<file path="src/design/csense_pkg.sv">
// Shared widths, bus structs, FSM encoding and register map; one dsp_clk domain, no CDC anywhere

package csense_pkg;

   ////////////////////////////////////////
   // Widths and plain types

   localparam int WORD_W = 32;
   localparam int IQ_W   = 16;
   localparam int RSSI_W = 17;   // |I|+|Q| at full scale needs one bit more than IQ_W
   localparam int SLOT_W = 16;
   localparam int LED_W  = 8;
   localparam int APB_AW = 5;    // 8 words, byte addressed

   typedef logic        [WORD_W-1:0] cs_word_t;
   typedef logic signed [IQ_W-1:0]   iq_t;
   typedef logic        [RSSI_W-1:0] rssi_t;
   typedef logic        [SLOT_W-1:0] slot_t;
   typedef logic        [LED_W-1:0]  led_t;
   typedef logic        [2:0]        reg_idx_t;   // paddr[4:2]

   ////////////////////////////////////////
   // Bundles

   typedef struct packed {
      logic              psel;
      logic              penable;
      logic              pwrite;
      logic [APB_AW-1:0] paddr;
      cs_word_t          pwdata;
   } apb_req_t;

   typedef struct packed {
      cs_word_t prdata;
      logic     pready;
      logic     pslverr;
   } apb_rsp_t;

   typedef struct packed {
      logic strobe;      // Sample valid, no back-pressure
      iq_t  i;
      iq_t  q;
   } rx_sample_t;

   typedef struct packed {
      logic  enable;     // Carrier sense on
      rssi_t threshold;
      slot_t slot_len;   // In dsp_clk cycles
   } cs_cfg_t;

   typedef enum logic [1:0] {
      CS_IDLE   = 2'd0,
      CS_LISTEN = 2'd1,
      CS_GRANT  = 2'd2
   } cs_state_e;

   ////////////////////////////////////////
   // Register map and reset values

   localparam reg_idx_t REG_CS_SET   = 3'd0;
   localparam reg_idx_t REG_CS_THR   = 3'd1;
   localparam reg_idx_t REG_CS_SLT   = 3'd2;
   localparam reg_idx_t REG_LED_SW   = 3'd3;
   localparam reg_idx_t REG_LED_SRC  = 3'd4;
   localparam reg_idx_t REG_AVG_RSSI = 3'd5;   // Read only from here up
   localparam reg_idx_t REG_STATUS   = 3'd6;
   localparam reg_idx_t REG_COMPAT   = 3'd7;

   localparam cs_word_t COMPAT_NUM    = {16'd11, 16'd1};   // Major, minor
   localparam led_t     LED_SRC_RESET = 8'h1E;
   localparam slot_t    SLOT_RESET    = 16'd16;
   localparam rssi_t    THR_RESET     = 17'd1000;

endpackage

</file>
<file path="src/design/cs_regs.sv">
// APB slave with one wait state per transfer; writes to indices 5 to 7 are dropped and return pslverr
`timescale 1ns/1ps

module cs_regs (
   input  logic                  dsp_clk,
   input  logic                  por_rst,
   input  csense_pkg::apb_req_t  apb_i,
   output csense_pkg::apb_rsp_t  apb_o,
   input  csense_pkg::rssi_t     avg_rssi_i,
   input  logic                  busy_i,
   input  logic                  send_i,
   input  csense_pkg::cs_state_e state_i,
   input  csense_pkg::slot_t     defer_cnt_i,
   output csense_pkg::cs_cfg_t   cfg_o,
   output csense_pkg::led_t      leds_o
);

   csense_pkg::reg_idx_t idx;
   logic                 acc_first;   // First access cycle, pready still low
   logic                 acc_last;    // Access cycle that carries pready
   logic                 ro_idx;
   logic                 pready_q;
   logic                 pslverr_q;
   csense_pkg::cs_word_t prdata_q;
   csense_pkg::cs_word_t rd_mux;
   csense_pkg::cs_cfg_t  cfg_q;
   csense_pkg::led_t     led_sw_q;
   csense_pkg::led_t     led_src_q;
   csense_pkg::led_t     led_hw;

   assign idx       = apb_i.paddr[4:2];
   assign acc_first = apb_i.psel & apb_i.penable & ~pready_q;
   assign acc_last  = apb_i.psel & apb_i.penable & pready_q;
   assign ro_idx    = (idx == csense_pkg::REG_AVG_RSSI) | (idx == csense_pkg::REG_STATUS) |
                      (idx == csense_pkg::REG_COMPAT);

   ////////////////////////////////////////
   // Handshake

   always_ff @(posedge dsp_clk) begin
      if (por_rst) begin
         pready_q  <= 1'b0;
         pslverr_q <= 1'b0;
      end else begin
         pready_q  <= acc_first;                          // High for exactly one cycle
         pslverr_q <= acc_first & apb_i.pwrite & ro_idx;
      end
   end

   always_ff @(posedge dsp_clk) begin
      if (acc_first) begin
         prdata_q <= rd_mux;   // Sampled one cycle ahead of pready
      end
   end

   always_comb begin
      case (idx)
         csense_pkg::REG_CS_SET:   rd_mux = csense_pkg::cs_word_t'(cfg_q.enable);
         csense_pkg::REG_CS_THR:   rd_mux = csense_pkg::cs_word_t'(cfg_q.threshold);
         csense_pkg::REG_CS_SLT:   rd_mux = csense_pkg::cs_word_t'(cfg_q.slot_len);
         csense_pkg::REG_LED_SW:   rd_mux = csense_pkg::cs_word_t'(led_sw_q);
         csense_pkg::REG_LED_SRC:  rd_mux = csense_pkg::cs_word_t'(led_src_q);
         csense_pkg::REG_AVG_RSSI: rd_mux = csense_pkg::cs_word_t'(avg_rssi_i);
         csense_pkg::REG_STATUS:   rd_mux = {defer_cnt_i, 14'd0, 2'(state_i)};
         csense_pkg::REG_COMPAT:   rd_mux = csense_pkg::COMPAT_NUM;
         default:                  rd_mux = '0;
      endcase
   end

   assign apb_o.prdata  = prdata_q;
   assign apb_o.pready  = pready_q;
   assign apb_o.pslverr = pslverr_q;

   ////////////////////////////////////////
   // Config and LED registers

   always_ff @(posedge dsp_clk) begin
      if (por_rst) begin
         cfg_q.enable    <= 1'b0;
         cfg_q.threshold <= csense_pkg::THR_RESET;
         cfg_q.slot_len  <= csense_pkg::SLOT_RESET;
         led_sw_q        <= '0;
         led_src_q       <= csense_pkg::LED_SRC_RESET;
      end else if (acc_last && apb_i.pwrite && !ro_idx) begin
         case (idx)
            csense_pkg::REG_CS_SET:  cfg_q.enable    <= apb_i.pwdata[0];
            csense_pkg::REG_CS_THR:  cfg_q.threshold <= apb_i.pwdata[csense_pkg::RSSI_W-1:0];
            csense_pkg::REG_CS_SLT:  cfg_q.slot_len  <= apb_i.pwdata[csense_pkg::SLOT_W-1:0];
            csense_pkg::REG_LED_SW:  led_sw_q        <= apb_i.pwdata[csense_pkg::LED_W-1:0];
            csense_pkg::REG_LED_SRC: led_src_q       <= apb_i.pwdata[csense_pkg::LED_W-1:0];
            default: ;
         endcase
      end
   end

   assign cfg_o = cfg_q;

   // Source bit 1 picks the hardware bit, 0 the software bit
   assign led_hw = {4'b0000, state_i != csense_pkg::CS_IDLE, cfg_q.enable, send_i, busy_i};
   assign leds_o = (led_src_q & led_hw) | (~led_src_q & led_sw_q);

endmodule

</file>
<file path="src/design/rssi_avg.sv">
// Averages |I|+|Q| over blocks of 2**AVG_LOG2 strobed samples; AVG_LOG2 from 1 to 8 only
`timescale 1ns/1ps

module rssi_avg #(
   parameter int AVG_LOG2 = 4
) (
   input  logic                   dsp_clk,
   input  logic                   por_rst,
   input  csense_pkg::rx_sample_t rx_i,
   input  csense_pkg::rssi_t      threshold_i,
   output csense_pkg::rssi_t      avg_rssi_o,
   output logic                   busy_o
);

   localparam int ACC_W = csense_pkg::RSSI_W + AVG_LOG2;   // Block sum never overflows

   logic signed [csense_pkg::RSSI_W-1:0] i_ext;
   logic signed [csense_pkg::RSSI_W-1:0] q_ext;
   csense_pkg::rssi_t                    i_mag;
   csense_pkg::rssi_t                    q_mag;
   csense_pkg::rssi_t                    mag;
   logic [ACC_W-1:0]                     acc_q;
   logic [ACC_W-1:0]                     acc_sum;
   logic [AVG_LOG2-1:0]                  cnt_q;   // Samples so far in this block
   csense_pkg::rssi_t                    avg_next;
   csense_pkg::rssi_t                    avg_q;
   logic                                 busy_q;

   ////////////////////////////////////////
   // Sample magnitude

   // Extra sign bit lets -32768 negate without wrapping
   assign i_ext = {rx_i.i[csense_pkg::IQ_W-1], rx_i.i};
   assign q_ext = {rx_i.q[csense_pkg::IQ_W-1], rx_i.q};
   assign i_mag = i_ext[csense_pkg::RSSI_W-1] ? -i_ext : i_ext;
   assign q_mag = q_ext[csense_pkg::RSSI_W-1] ? -q_ext : q_ext;
   assign mag   = i_mag + q_mag;

   ////////////////////////////////////////
   // Block accumulate

   assign acc_sum  = acc_q + ACC_W'(mag);
   assign avg_next = csense_pkg::rssi_t'(acc_sum >> AVG_LOG2);

   always_ff @(posedge dsp_clk) begin
      if (por_rst) begin
         acc_q  <= '0;
         cnt_q  <= '0;
         avg_q  <= '0;
         busy_q <= 1'b0;
      end else if (rx_i.strobe) begin
         cnt_q <= cnt_q + 1'b1;   // Wraps at block end
         if (&cnt_q) begin
            acc_q  <= '0;
            avg_q  <= avg_next;
            busy_q <= avg_next > threshold_i;   // Compared with the new average
         end else begin
            acc_q <= acc_sum;
         end
      end
   end

   assign avg_rssi_o = avg_q;
   assign busy_o     = busy_q;

endmodule

</file>
<file path="src/design/slot_timer.sv">
// One-shot slot timer; expired fires slot_len cycles after restart and a length of 0 counts as 1
`timescale 1ns/1ps

module slot_timer (
   input  logic              dsp_clk,
   input  logic              por_rst,
   input  logic              restart_i,
   input  csense_pkg::slot_t slot_len_i,
   output logic              expired_o
);

   csense_pkg::slot_t cnt_q;
   csense_pkg::slot_t load_val;
   logic              running_q;

   assign load_val  = (slot_len_i == '0) ? csense_pkg::slot_t'(1) : slot_len_i;
   assign expired_o = running_q & (cnt_q == csense_pkg::slot_t'(1));

   always_ff @(posedge dsp_clk) begin
      if (por_rst) begin
         cnt_q     <= '0;
         running_q <= 1'b0;
      end else if (restart_i) begin
         cnt_q     <= load_val;   // Restart wins over a running count
         running_q <= 1'b1;
      end else if (running_q) begin
         cnt_q <= cnt_q - 1'b1;
         if (expired_o) begin
            running_q <= 1'b0;   // Idle until next restart
         end
      end
   end

endmodule

</file>
<file path="src/design/cs_fsm.sv">
// Listen-before-talk control; tx_req_i must hold until send_o and a busy slot just listens again
`timescale 1ns/1ps

module cs_fsm (
   input  logic                  dsp_clk,
   input  logic                  por_rst,
   input  logic                  enable_i,
   input  logic                  tx_req_i,
   input  logic                  eof_i,
   input  logic                  busy_i,
   input  logic                  expired_i,
   output logic                  restart_o,
   output logic                  send_o,
   output csense_pkg::cs_state_e state_o,
   output csense_pkg::slot_t     defer_cnt_o
);

   csense_pkg::cs_state_e state_q;
   csense_pkg::slot_t     defer_q;   // Busy slots seen for this request
   logic                  restart_q;

   ////////////////////////////////////////
   // State machine

   always_ff @(posedge dsp_clk) begin
      if (por_rst) begin
         state_q   <= csense_pkg::CS_IDLE;
         defer_q   <= '0;
         restart_q <= 1'b0;
      end else begin
         restart_q <= 1'b0;   // Single-cycle pulse
         case (state_q)
            csense_pkg::CS_IDLE: begin
               if (tx_req_i) begin
                  defer_q <= '0;
                  if (enable_i) begin
                     state_q   <= csense_pkg::CS_LISTEN;
                     restart_q <= 1'b1;   // First slot
                  end else begin
                     state_q <= csense_pkg::CS_GRANT;   // No carrier sense
                  end
               end
            end
            csense_pkg::CS_LISTEN: begin
               if (!enable_i) begin
                  state_q <= csense_pkg::CS_GRANT;   // Disabled while waiting
               end else if (expired_i) begin
                  if (busy_i) begin
                     restart_q <= 1'b1;
                     if (defer_q != '1) begin
                        defer_q <= defer_q + 1'b1;
                     end
                  end else begin
                     state_q <= csense_pkg::CS_GRANT;   // Whole slot was quiet
                  end
               end
            end
            csense_pkg::CS_GRANT: begin
               if (eof_i) begin
                  state_q <= csense_pkg::CS_IDLE;
               end
            end
            default: state_q <= csense_pkg::CS_IDLE;
         endcase
      end
   end

   assign restart_o   = restart_q;
   assign send_o      = (state_q == csense_pkg::CS_GRANT);   // Drops the cycle after eof_i
   assign state_o     = state_q;
   assign defer_cnt_o = defer_q;

endmodule

</file>
<file path="src/design/csense_top.sv">
// Carrier-sense core top; everything runs on dsp_clk and por_rst is synchronous
`timescale 1ns/1ps

module csense_top #(
   parameter int AVG_LOG2 = 4   // Block of 16 samples
) (
   input  logic                   dsp_clk,
   input  logic                   por_rst,
   input  csense_pkg::apb_req_t   apb_i,
   output csense_pkg::apb_rsp_t   apb_o,
   input  csense_pkg::rx_sample_t rx_i,
   input  logic                   tx_req_i,
   input  logic                   eof_i,
   output logic                   send_o,
   output csense_pkg::led_t       leds_o
);

   csense_pkg::cs_cfg_t   cfg;
   csense_pkg::rssi_t     avg_rssi;
   logic                  busy;
   logic                  restart;
   logic                  expired;
   csense_pkg::cs_state_e state;
   csense_pkg::slot_t     defer_cnt;

   ////////////////////////////////////////
   // Register bank

   cs_regs u_regs (
      .dsp_clk     (dsp_clk),
      .por_rst     (por_rst),
      .apb_i       (apb_i),
      .apb_o       (apb_o),
      .avg_rssi_i  (avg_rssi),
      .busy_i      (busy),
      .send_i      (send_o),
      .state_i     (state),
      .defer_cnt_i (defer_cnt),
      .cfg_o       (cfg),
      .leds_o      (leds_o)
   );

   ////////////////////////////////////////
   // Sense path

   rssi_avg #(.AVG_LOG2(AVG_LOG2)) u_avg (
      .dsp_clk     (dsp_clk),
      .por_rst     (por_rst),
      .rx_i        (rx_i),
      .threshold_i (cfg.threshold),
      .avg_rssi_o  (avg_rssi),
      .busy_o      (busy)
   );

   slot_timer u_slot (
      .dsp_clk    (dsp_clk),
      .por_rst    (por_rst),
      .restart_i  (restart),
      .slot_len_i (cfg.slot_len),
      .expired_o  (expired)
   );

   cs_fsm u_fsm (
      .dsp_clk     (dsp_clk),
      .por_rst     (por_rst),
      .enable_i    (cfg.enable),
      .tx_req_i    (tx_req_i),
      .eof_i       (eof_i),
      .busy_i      (busy),
      .expired_i   (expired),
      .restart_o   (restart),
      .send_o      (send_o),
      .state_o     (state),
      .defer_cnt_o (defer_cnt)
   );

endmodule

</file>
<file path="config.mk">
export PLATFORM = sky130hd
export DESIGN_NAME = csense_top
export DESIGN_NICKNAME = d
export VERILOG_FILES = /design/src/design/csense_pkg.sv /design/src/design/cs_regs.sv /design/src/design/rssi_avg.sv /design/src/design/slot_timer.sv /design/src/design/cs_fsm.sv /design/src/design/csense_top.sv
export SDC_FILE = /design/constraint.sdc
export NUM_CORES = 1
export LEC_CHECK = 0
export BUFFER_PORTS_ARGS = -buffer_cell sky130_fd_sc_hd__buf_2
export CAP_MARGIN = 15
export CORE_MARGIN = 4
export CORE_UTILIZATION = 40
export CTS_BUF_LIST = sky130_fd_sc_hd__clkbuf_8
export CTS_CLUSTER_SIZE = 10
export DETAILED_ROUTE_END_ITERATION = 6
export HOLD_SLACK_MARGIN = 0.05
export SYNTH_ARGS = -nofsm -noshare
export SYNTH_HDL_FRONTEND = slang
export SYNTH_SLANG_ARGS = --single-unit
</file>
<file path="constraint.sdc">
create_clock -name dsp_clk -period 9.6 [get_ports dsp_clk]
set_clock_uncertainty 0.2 [all_clocks]
set_input_delay 1.92 -clock dsp_clk [delete_from_list [all_inputs] [get_ports dsp_clk]]
set_output_delay 1.92 -clock dsp_clk [all_outputs]
set_load 0.05 [all_outputs]
</file>
Word level (Yosys, flattened, before mapping)
Index checks and enable logic that the tools add are counted.
- reductions and logical operators: 18
- $add $sub $neg: 7
- div/mod/pow operators: 0
- $mul: 0
- eq/ne operators: 19
- bitwise operators: 13
- multiplexer cells: 29
- $lt $le $gt $ge: 1
- shift-type cells: 0
- operators by type and width (operator ; count):
    32-bit case mux with 8 select lines ; 1
    16-bit two-way mux ; 8
    17-bit two-way mux ; 2
    16-bit negation with 17-bit output ; 2
    16-bit case mux with 2 select lines ; 1
    21-bit by 17-bit adder with 21-bit output ; 1
    21-bit two-way mux ; 1
    17-bit adder ; 1
    17-bit greater-than comparator ; 1
    16-bit by 1-bit adder with 16-bit output, second input constant ; 1
    16-bit by 1-bit equality test with 1-bit output, second input constant ; 1
    16-bit zero test ; 1
    16-bit inequality test, second input constant ; 1
    16-bit by 1-bit subtractor with 16-bit output, second input constant ; 1
    3-bit equality test, second input constant ; 4
    2-bit two-way mux ; 6
    2-bit inequality test, second input constant ; 5
    2-bit AND reduction ; 5
    8-bit by 4-bit bitwise AND with 8-bit output ; 1
    8-bit bitwise AND ; 1
    1-bit two-way mux ; 8
    8-bit NOT ; 1
    8-bit OR ; 1
    4-bit AND reduction ; 2
    other kinds (19) ; 30
- latch bits: 0
- memories kept: 0
- word-level logic and storage cells: 104
- memory bits (read-only): 0
- RAM bits: 0
- register bits: 163

Depth between registers and ports, before layout
- depth in word-level cells: 6
- depth in mapped cells: 29
- depth with buffers taken out: 28

By module
A second synthesis with hierarchy kept.
- cells, all modules: 1226
- area total of the unflattened synthesis: 10637.7 um2
- by module, submodules not included (module ; sequential area each (um2) ; times used ; area each (um2) ; cells each):
    rssi_avg ; 860.8 ; 1 ; 4558.1 ; 605
    cs_regs ; 2001.9 ; 1 ; 3941.3 ; 354
    cs_fsm ; 380.4 ; 1 ; 1187.4 ; 149
    slot_timer ; 340.3 ; 1 ; 950.9 ; 118

Worst setup path after synthesis
OpenSTA, ideal clock, no wires.
- path type: input-to-reg
- from: input port rx_i[1] (netlist name)
- to: register u_avg.busy_q (netlist: u_avg.busy_o)
- cell stages on the path: 26
- buffers on the path: 0
- path slack: 2.427 ns
- required time: 9.258 ns
- arrival time: 6.831 ns
- cells stage by stage: inv_1 -> ha_1 -> nand2_1 -> or3_1 -> or4_1 -> o21ai_0 -> xnor2_1 -> ha_1 -> nand2_1 -> nor2_1 -> a211oi_1 -> xnor2_1 -> ha_1 -> a21oi_1 -> o21ai_0 -> a31oi_1 -> o21ai_1 -> a31oi_1 -> xnor2_1 -> ha_1 -> nand4_1 -> or4_1 -> o21bai_1 -> a2111oi_0 -> o21ai_0 -> o311ai_0
- cells in the longest elaborated chain, start to end: 5
- RTL lines (element ; RTL line ; text):
    start: declaration ; csense_top.sv:11 ; input csense_pkg::rx_sample_t rx_i,
    16-bit negation with 17-bit output ; rssi_avg.sv:36 ; assign q_mag = q_ext[csense_pkg::RSSI_W-1] ? -q_ext : q_ext;
    17-bit two-way mux (*) ; rssi_avg.sv:36 ;
    17-bit adder (*) ; rssi_avg.sv:37 ; assign mag = i_mag + q_mag;
    21-bit by 17-bit adder with 21-bit output (*) ; rssi_avg.sv:42 ; assign acc_sum = acc_q + ACC_W'(mag);
    net u_avg.acc_sum[16] ; rssi_avg.sv:23 ; logic [ACC_W-1:0] acc_sum;
    17-bit greater-than comparator (*) ; rssi_avg.sv:56 ; busy_q <= avg_next > threshold_i;
    end signal: assignment ; rssi_avg.sv:56 ;
    end: declaration ; rssi_avg.sv:27 ; logic busy_q;
The timed path passes the listed nets; every way through them passes the cells marked *.
A chain may end at the register's enable or synchronous reset.

Worst setup path after layout
- from: input port rx_i[0] (netlist name)
- to: register u_avg.busy_q (netlist: u_avg.busy_o)
The elaborated chain is that of the path after synthesis.

==> reports/results.ini <==
[pwr]
power_frac_seq = 0.352
worst_ir_drop_vdd_mv = 0.0880
cellLeakagePower_nw = 4.37
comb_power_share = 0.392
power_frac_clock = 0.256
power.switching_mw = 0.805
pwr_density_cell_nw_per_um2 = 195
cell_internal_pwr_mw = 1.33
netSwitchingFraction = 0.376

[synthesis]
ys_types = 85
synth_top_cells_by_area = sky130_fd_sc_hd__dfxtp_1 27%, sky130_fd_sc_hd__edfxtp_1 9.8%, sky130_fd_sc_hd__ha_1 7.7%
synth_edf_count = 32
most_frequently_used_flop_master_after_synthesis = sky130_fd_sc_hd__dfxtp_1
postSynth.asyncResetShare = 0
syn_area_per_cell_sq_um = 8.58
synth_cells = 1143
yosysSeqAreaShare = 0.365
netlist_area_before_placement_sq_um = 9810
netlist.area_leader.share = 0.267
yosysWarningCount = 0
synth_most_common_cell = sky130_fd_sc_hd__nand2_1
synth_top_cells_by_count = 138 x sky130_fd_sc_hd__nand2_1, 131 x sky130_fd_sc_hd__dfxtp_1, 116 x sky130_fd_sc_hd__nor2_1
postSynthNetCount = 1282
synth.ff_latch_count = 163
yosys.area.top_type = sky130_fd_sc_hd__dfxtp_1

[routing]
post_drt_via_cell_ratio = 5.39
drt_iter0_markers = 454
drt-pass1-iter-count = 5
route.detailed.wl_per_inst_um = 15.9
ant_nets_after_route = 0
via_count = 8398
drt_wl_total_um = 24800
total_drc_errors_in_the_routed_layout = 0

[floorplanning]
chipHeight_um = 165
fp-row-count = 57
io_pins = 120
initial_utilization = 0.405
die_area_sq_um = 27100
die_boundary_width_um = 165
core_sq_um = 24200

[timing]
slew_violations = 0
finalCritPeriodShare = 0.785
setup-tns-final_ns = 0
max_slew_margin = 0.271
timing.final.crit_period_ns = 7.53
tightest_slew_ns = 1.09
grt_setup_unrepaired = no
finalHoldViolations = 0
achievable-frequency_mhz = 133
finalSetupViolations = 0

[placement]
gp_congestion = 0.852
placement.io_buffers = 102
placed_wire_length_estimate_um = 18600

[critical_path]
max_stage_delay_cell_worst_path = sky130_fd_sc_hd__or4_1
crit_top_cell = sky130_fd_sc_hd__ha_1
critical_path_peak_fanout = 5
max_stage_delay_ns = 0.50
path_class = in2reg
critical_path_arrival_ns = 7.66
critPathCaptureType = flop
critPathLaunchType = input port
critPathRequiredTime_ns = 9.73

[final_layout]
nNetsFinal = 1361
nFillCells = 2434
area_overhead_vs_synth_pct = 11.9
n_antenna_cell = 0
final_layout_size_suffix_gt1_frac = 0.154
final_core_util = 0.453

[cts]
cts_inserted_buffers = 17
cts_setup_buffers = 0
clk_pin_slew_worst_paths_ns = 0.09
cts_max_path_buffers = 2
tritoncts = built
clk-insertion-delay-late_ns = 0.47
htreeDepth = 4
clk_root_buffer_cell = sky130_fd_sc_hd__clkbuf_8
post_cts_resize_count = 0
clock_sink_count = 163
hold_fix_buffer_count_after_cts = 0

[global_route]
vias_in_the_first_global_route = 7496
antenna_found_initial = 0
grt_start_max_net_pins = 65
grtUsageTotal = 0.181
globalRouteOverflowTotal = 0
global_route_wire_length_before_repair_um = 39200

[run_status]
run_status = finished clean

[hold_path]
timing.hold.worst.class = reg2reg

[job]
drv_cap = 0

## worst paths after layout
| path | slack, ns | endpoint | cells past startpoint | startpoint |
|---|---|---|---|---|
| setup / recovery | 2.07 | u_avg.busy_o | 27 | rx_i[0] |
| hold / removal | 0.26 | u_avg.avg_rssi_o[11] | 2 | u_avg.avg_rssi_o[11] |
| hold reg to reg | 0.26 | u_avg.avg_rssi_o[11] | 2 | u_avg.avg_rssi_o[11] |
| setup reg to reg | 5.45 | u_avg.busy_o | 16 | u_avg.acc_q[0] |
## sequential cells by signal, indices dropped and copies added (netlist names)
| name | cells |
|---|---|
| u_slot.running_q | 1 |
| u_regs.prdata_q | 32 |
| u_slot.cnt_q | 16 |
| u_avg.busy_o | 1 |
| u_fsm.defer_cnt_o | 16 |
| u_fsm.restart_o | 1 |
| u_regs.pslverr_q | 1 |
| u_avg.acc_q | 21 |
| u_regs.pready_q | 1 |
| u_regs.led_src_q | 8 |
| u_avg.cnt_q | 4 |
| u_avg.avg_rssi_o | 17 |
| u_regs.led_sw_q | 8 |
| u_regs.cfg_o | 34 |
| u_fsm.state_o | 2 |
## logic make-up (layout without fill, tap and decap cells)
| logic type | count (synthesis) | in the layout | synth area share |
|---|---|---|---|
| compound gates | 286 | 286 | 0.193 |
| xor+xnor | 72 | 72 | 0.0643 |
| mux | 39 | 39 | 0.0411 |
| fa+ha+maj | 62 | 62 | 0.0806 |
| flops | 163 | 163 | 0.365 |
| simple gates | 426 | 426 | 0.213 |
| buf+inv | 95 | 187 | 0.0429 |
## routing by layer
layer  up-vias  track usage  part of all wire
li1       4234            -                 -
met1      3983        0.268              0.50
met2       160        0.275              0.44
met3        21       0.0342             0.046
met4         0       0.0382             0.011
met5         -            0                 0
## area by class of cell
class                   instances  area (sq um)  area share
clock inverters                15           195      0.0178
flip-flops and latches        163          3580       0.326
clock buffers                  17           234      0.0213
inverters                      47           176      0.0161
repair buffers                108           558      0.0508
multi-input cells             885          5820       0.531
well taps                     324           405      0.0369
## worst max-delay path: cells and delay by family
| kind | cells | cell delay (ns) |
|---|---|---|
| fa+ha+maj | 4 | 1.10 |
| xor+xnor | 3 | 0.44 |
| compound gates | 11 | 2.32 |
| simple gates | 7 | 1.68 |
| buf+inv | 2 | 0.17 |
## layout by cell type, fill, tap and decap left out, drive strengths merged, types with 10 or more instances in the layout
cell      n
nand4    13
a21o     12
a22oi    23
mux2i    29
edfxtp   32
or3      15
buf     108
o21ai    46
nand2b   23
a31oi    11
a211oi   12
xor2     16
inv      53
nor2b    13
a22o     10
clkbuf   17
nor2    116
nand3    17
nor3     23
mux2     10
ha       60
xnor2    56
nor4     13
a211o    11
a21oi    98
nand2   139
and2     17
dfxtp   131
## metrics by stage
step | setup WS (ns) | hold WS [ns] | total power, mW | instance area (sq um) | cells
4_1_cts | 2.08 | 0.262 | 2.15 | 11000 | 1558
3_5_place_dp | 1.58 | 0.250 | 1.60 | 10500 | 1526
5_1_grt | 1.51 | 0.288 | 2.28 | 11000 | 1559
3_3_place_gp | 1.68 | 0.244 | 1.60 | 10500 | 1526
2_1_floorplan | 2.43 | 0.232 | 1.41 | 9810 | 1143
6_report | 2.07 | 0.259 | 2.14 | 11000 | 1559
## power groups by stage
| stage | logic (mW) | clock network, mW | registers [mW] |
|---|---|---|---|
| 4_1_cts | 0.841 | 0.557 | 0.754 |
| 3_3_place_gp | 0.828 | 0 | 0.769 |
| 6_report | 0.837 | 0.548 | 0.753 |
| 5_1_grt | 0.933 | 0.587 | 0.758 |
| 3_5_place_dp | 0.834 | 0 | 0.769 |
| 2_1_floorplan | 0.624 | 0 | 0.782 |
Power figures use the tool's default switching activity.
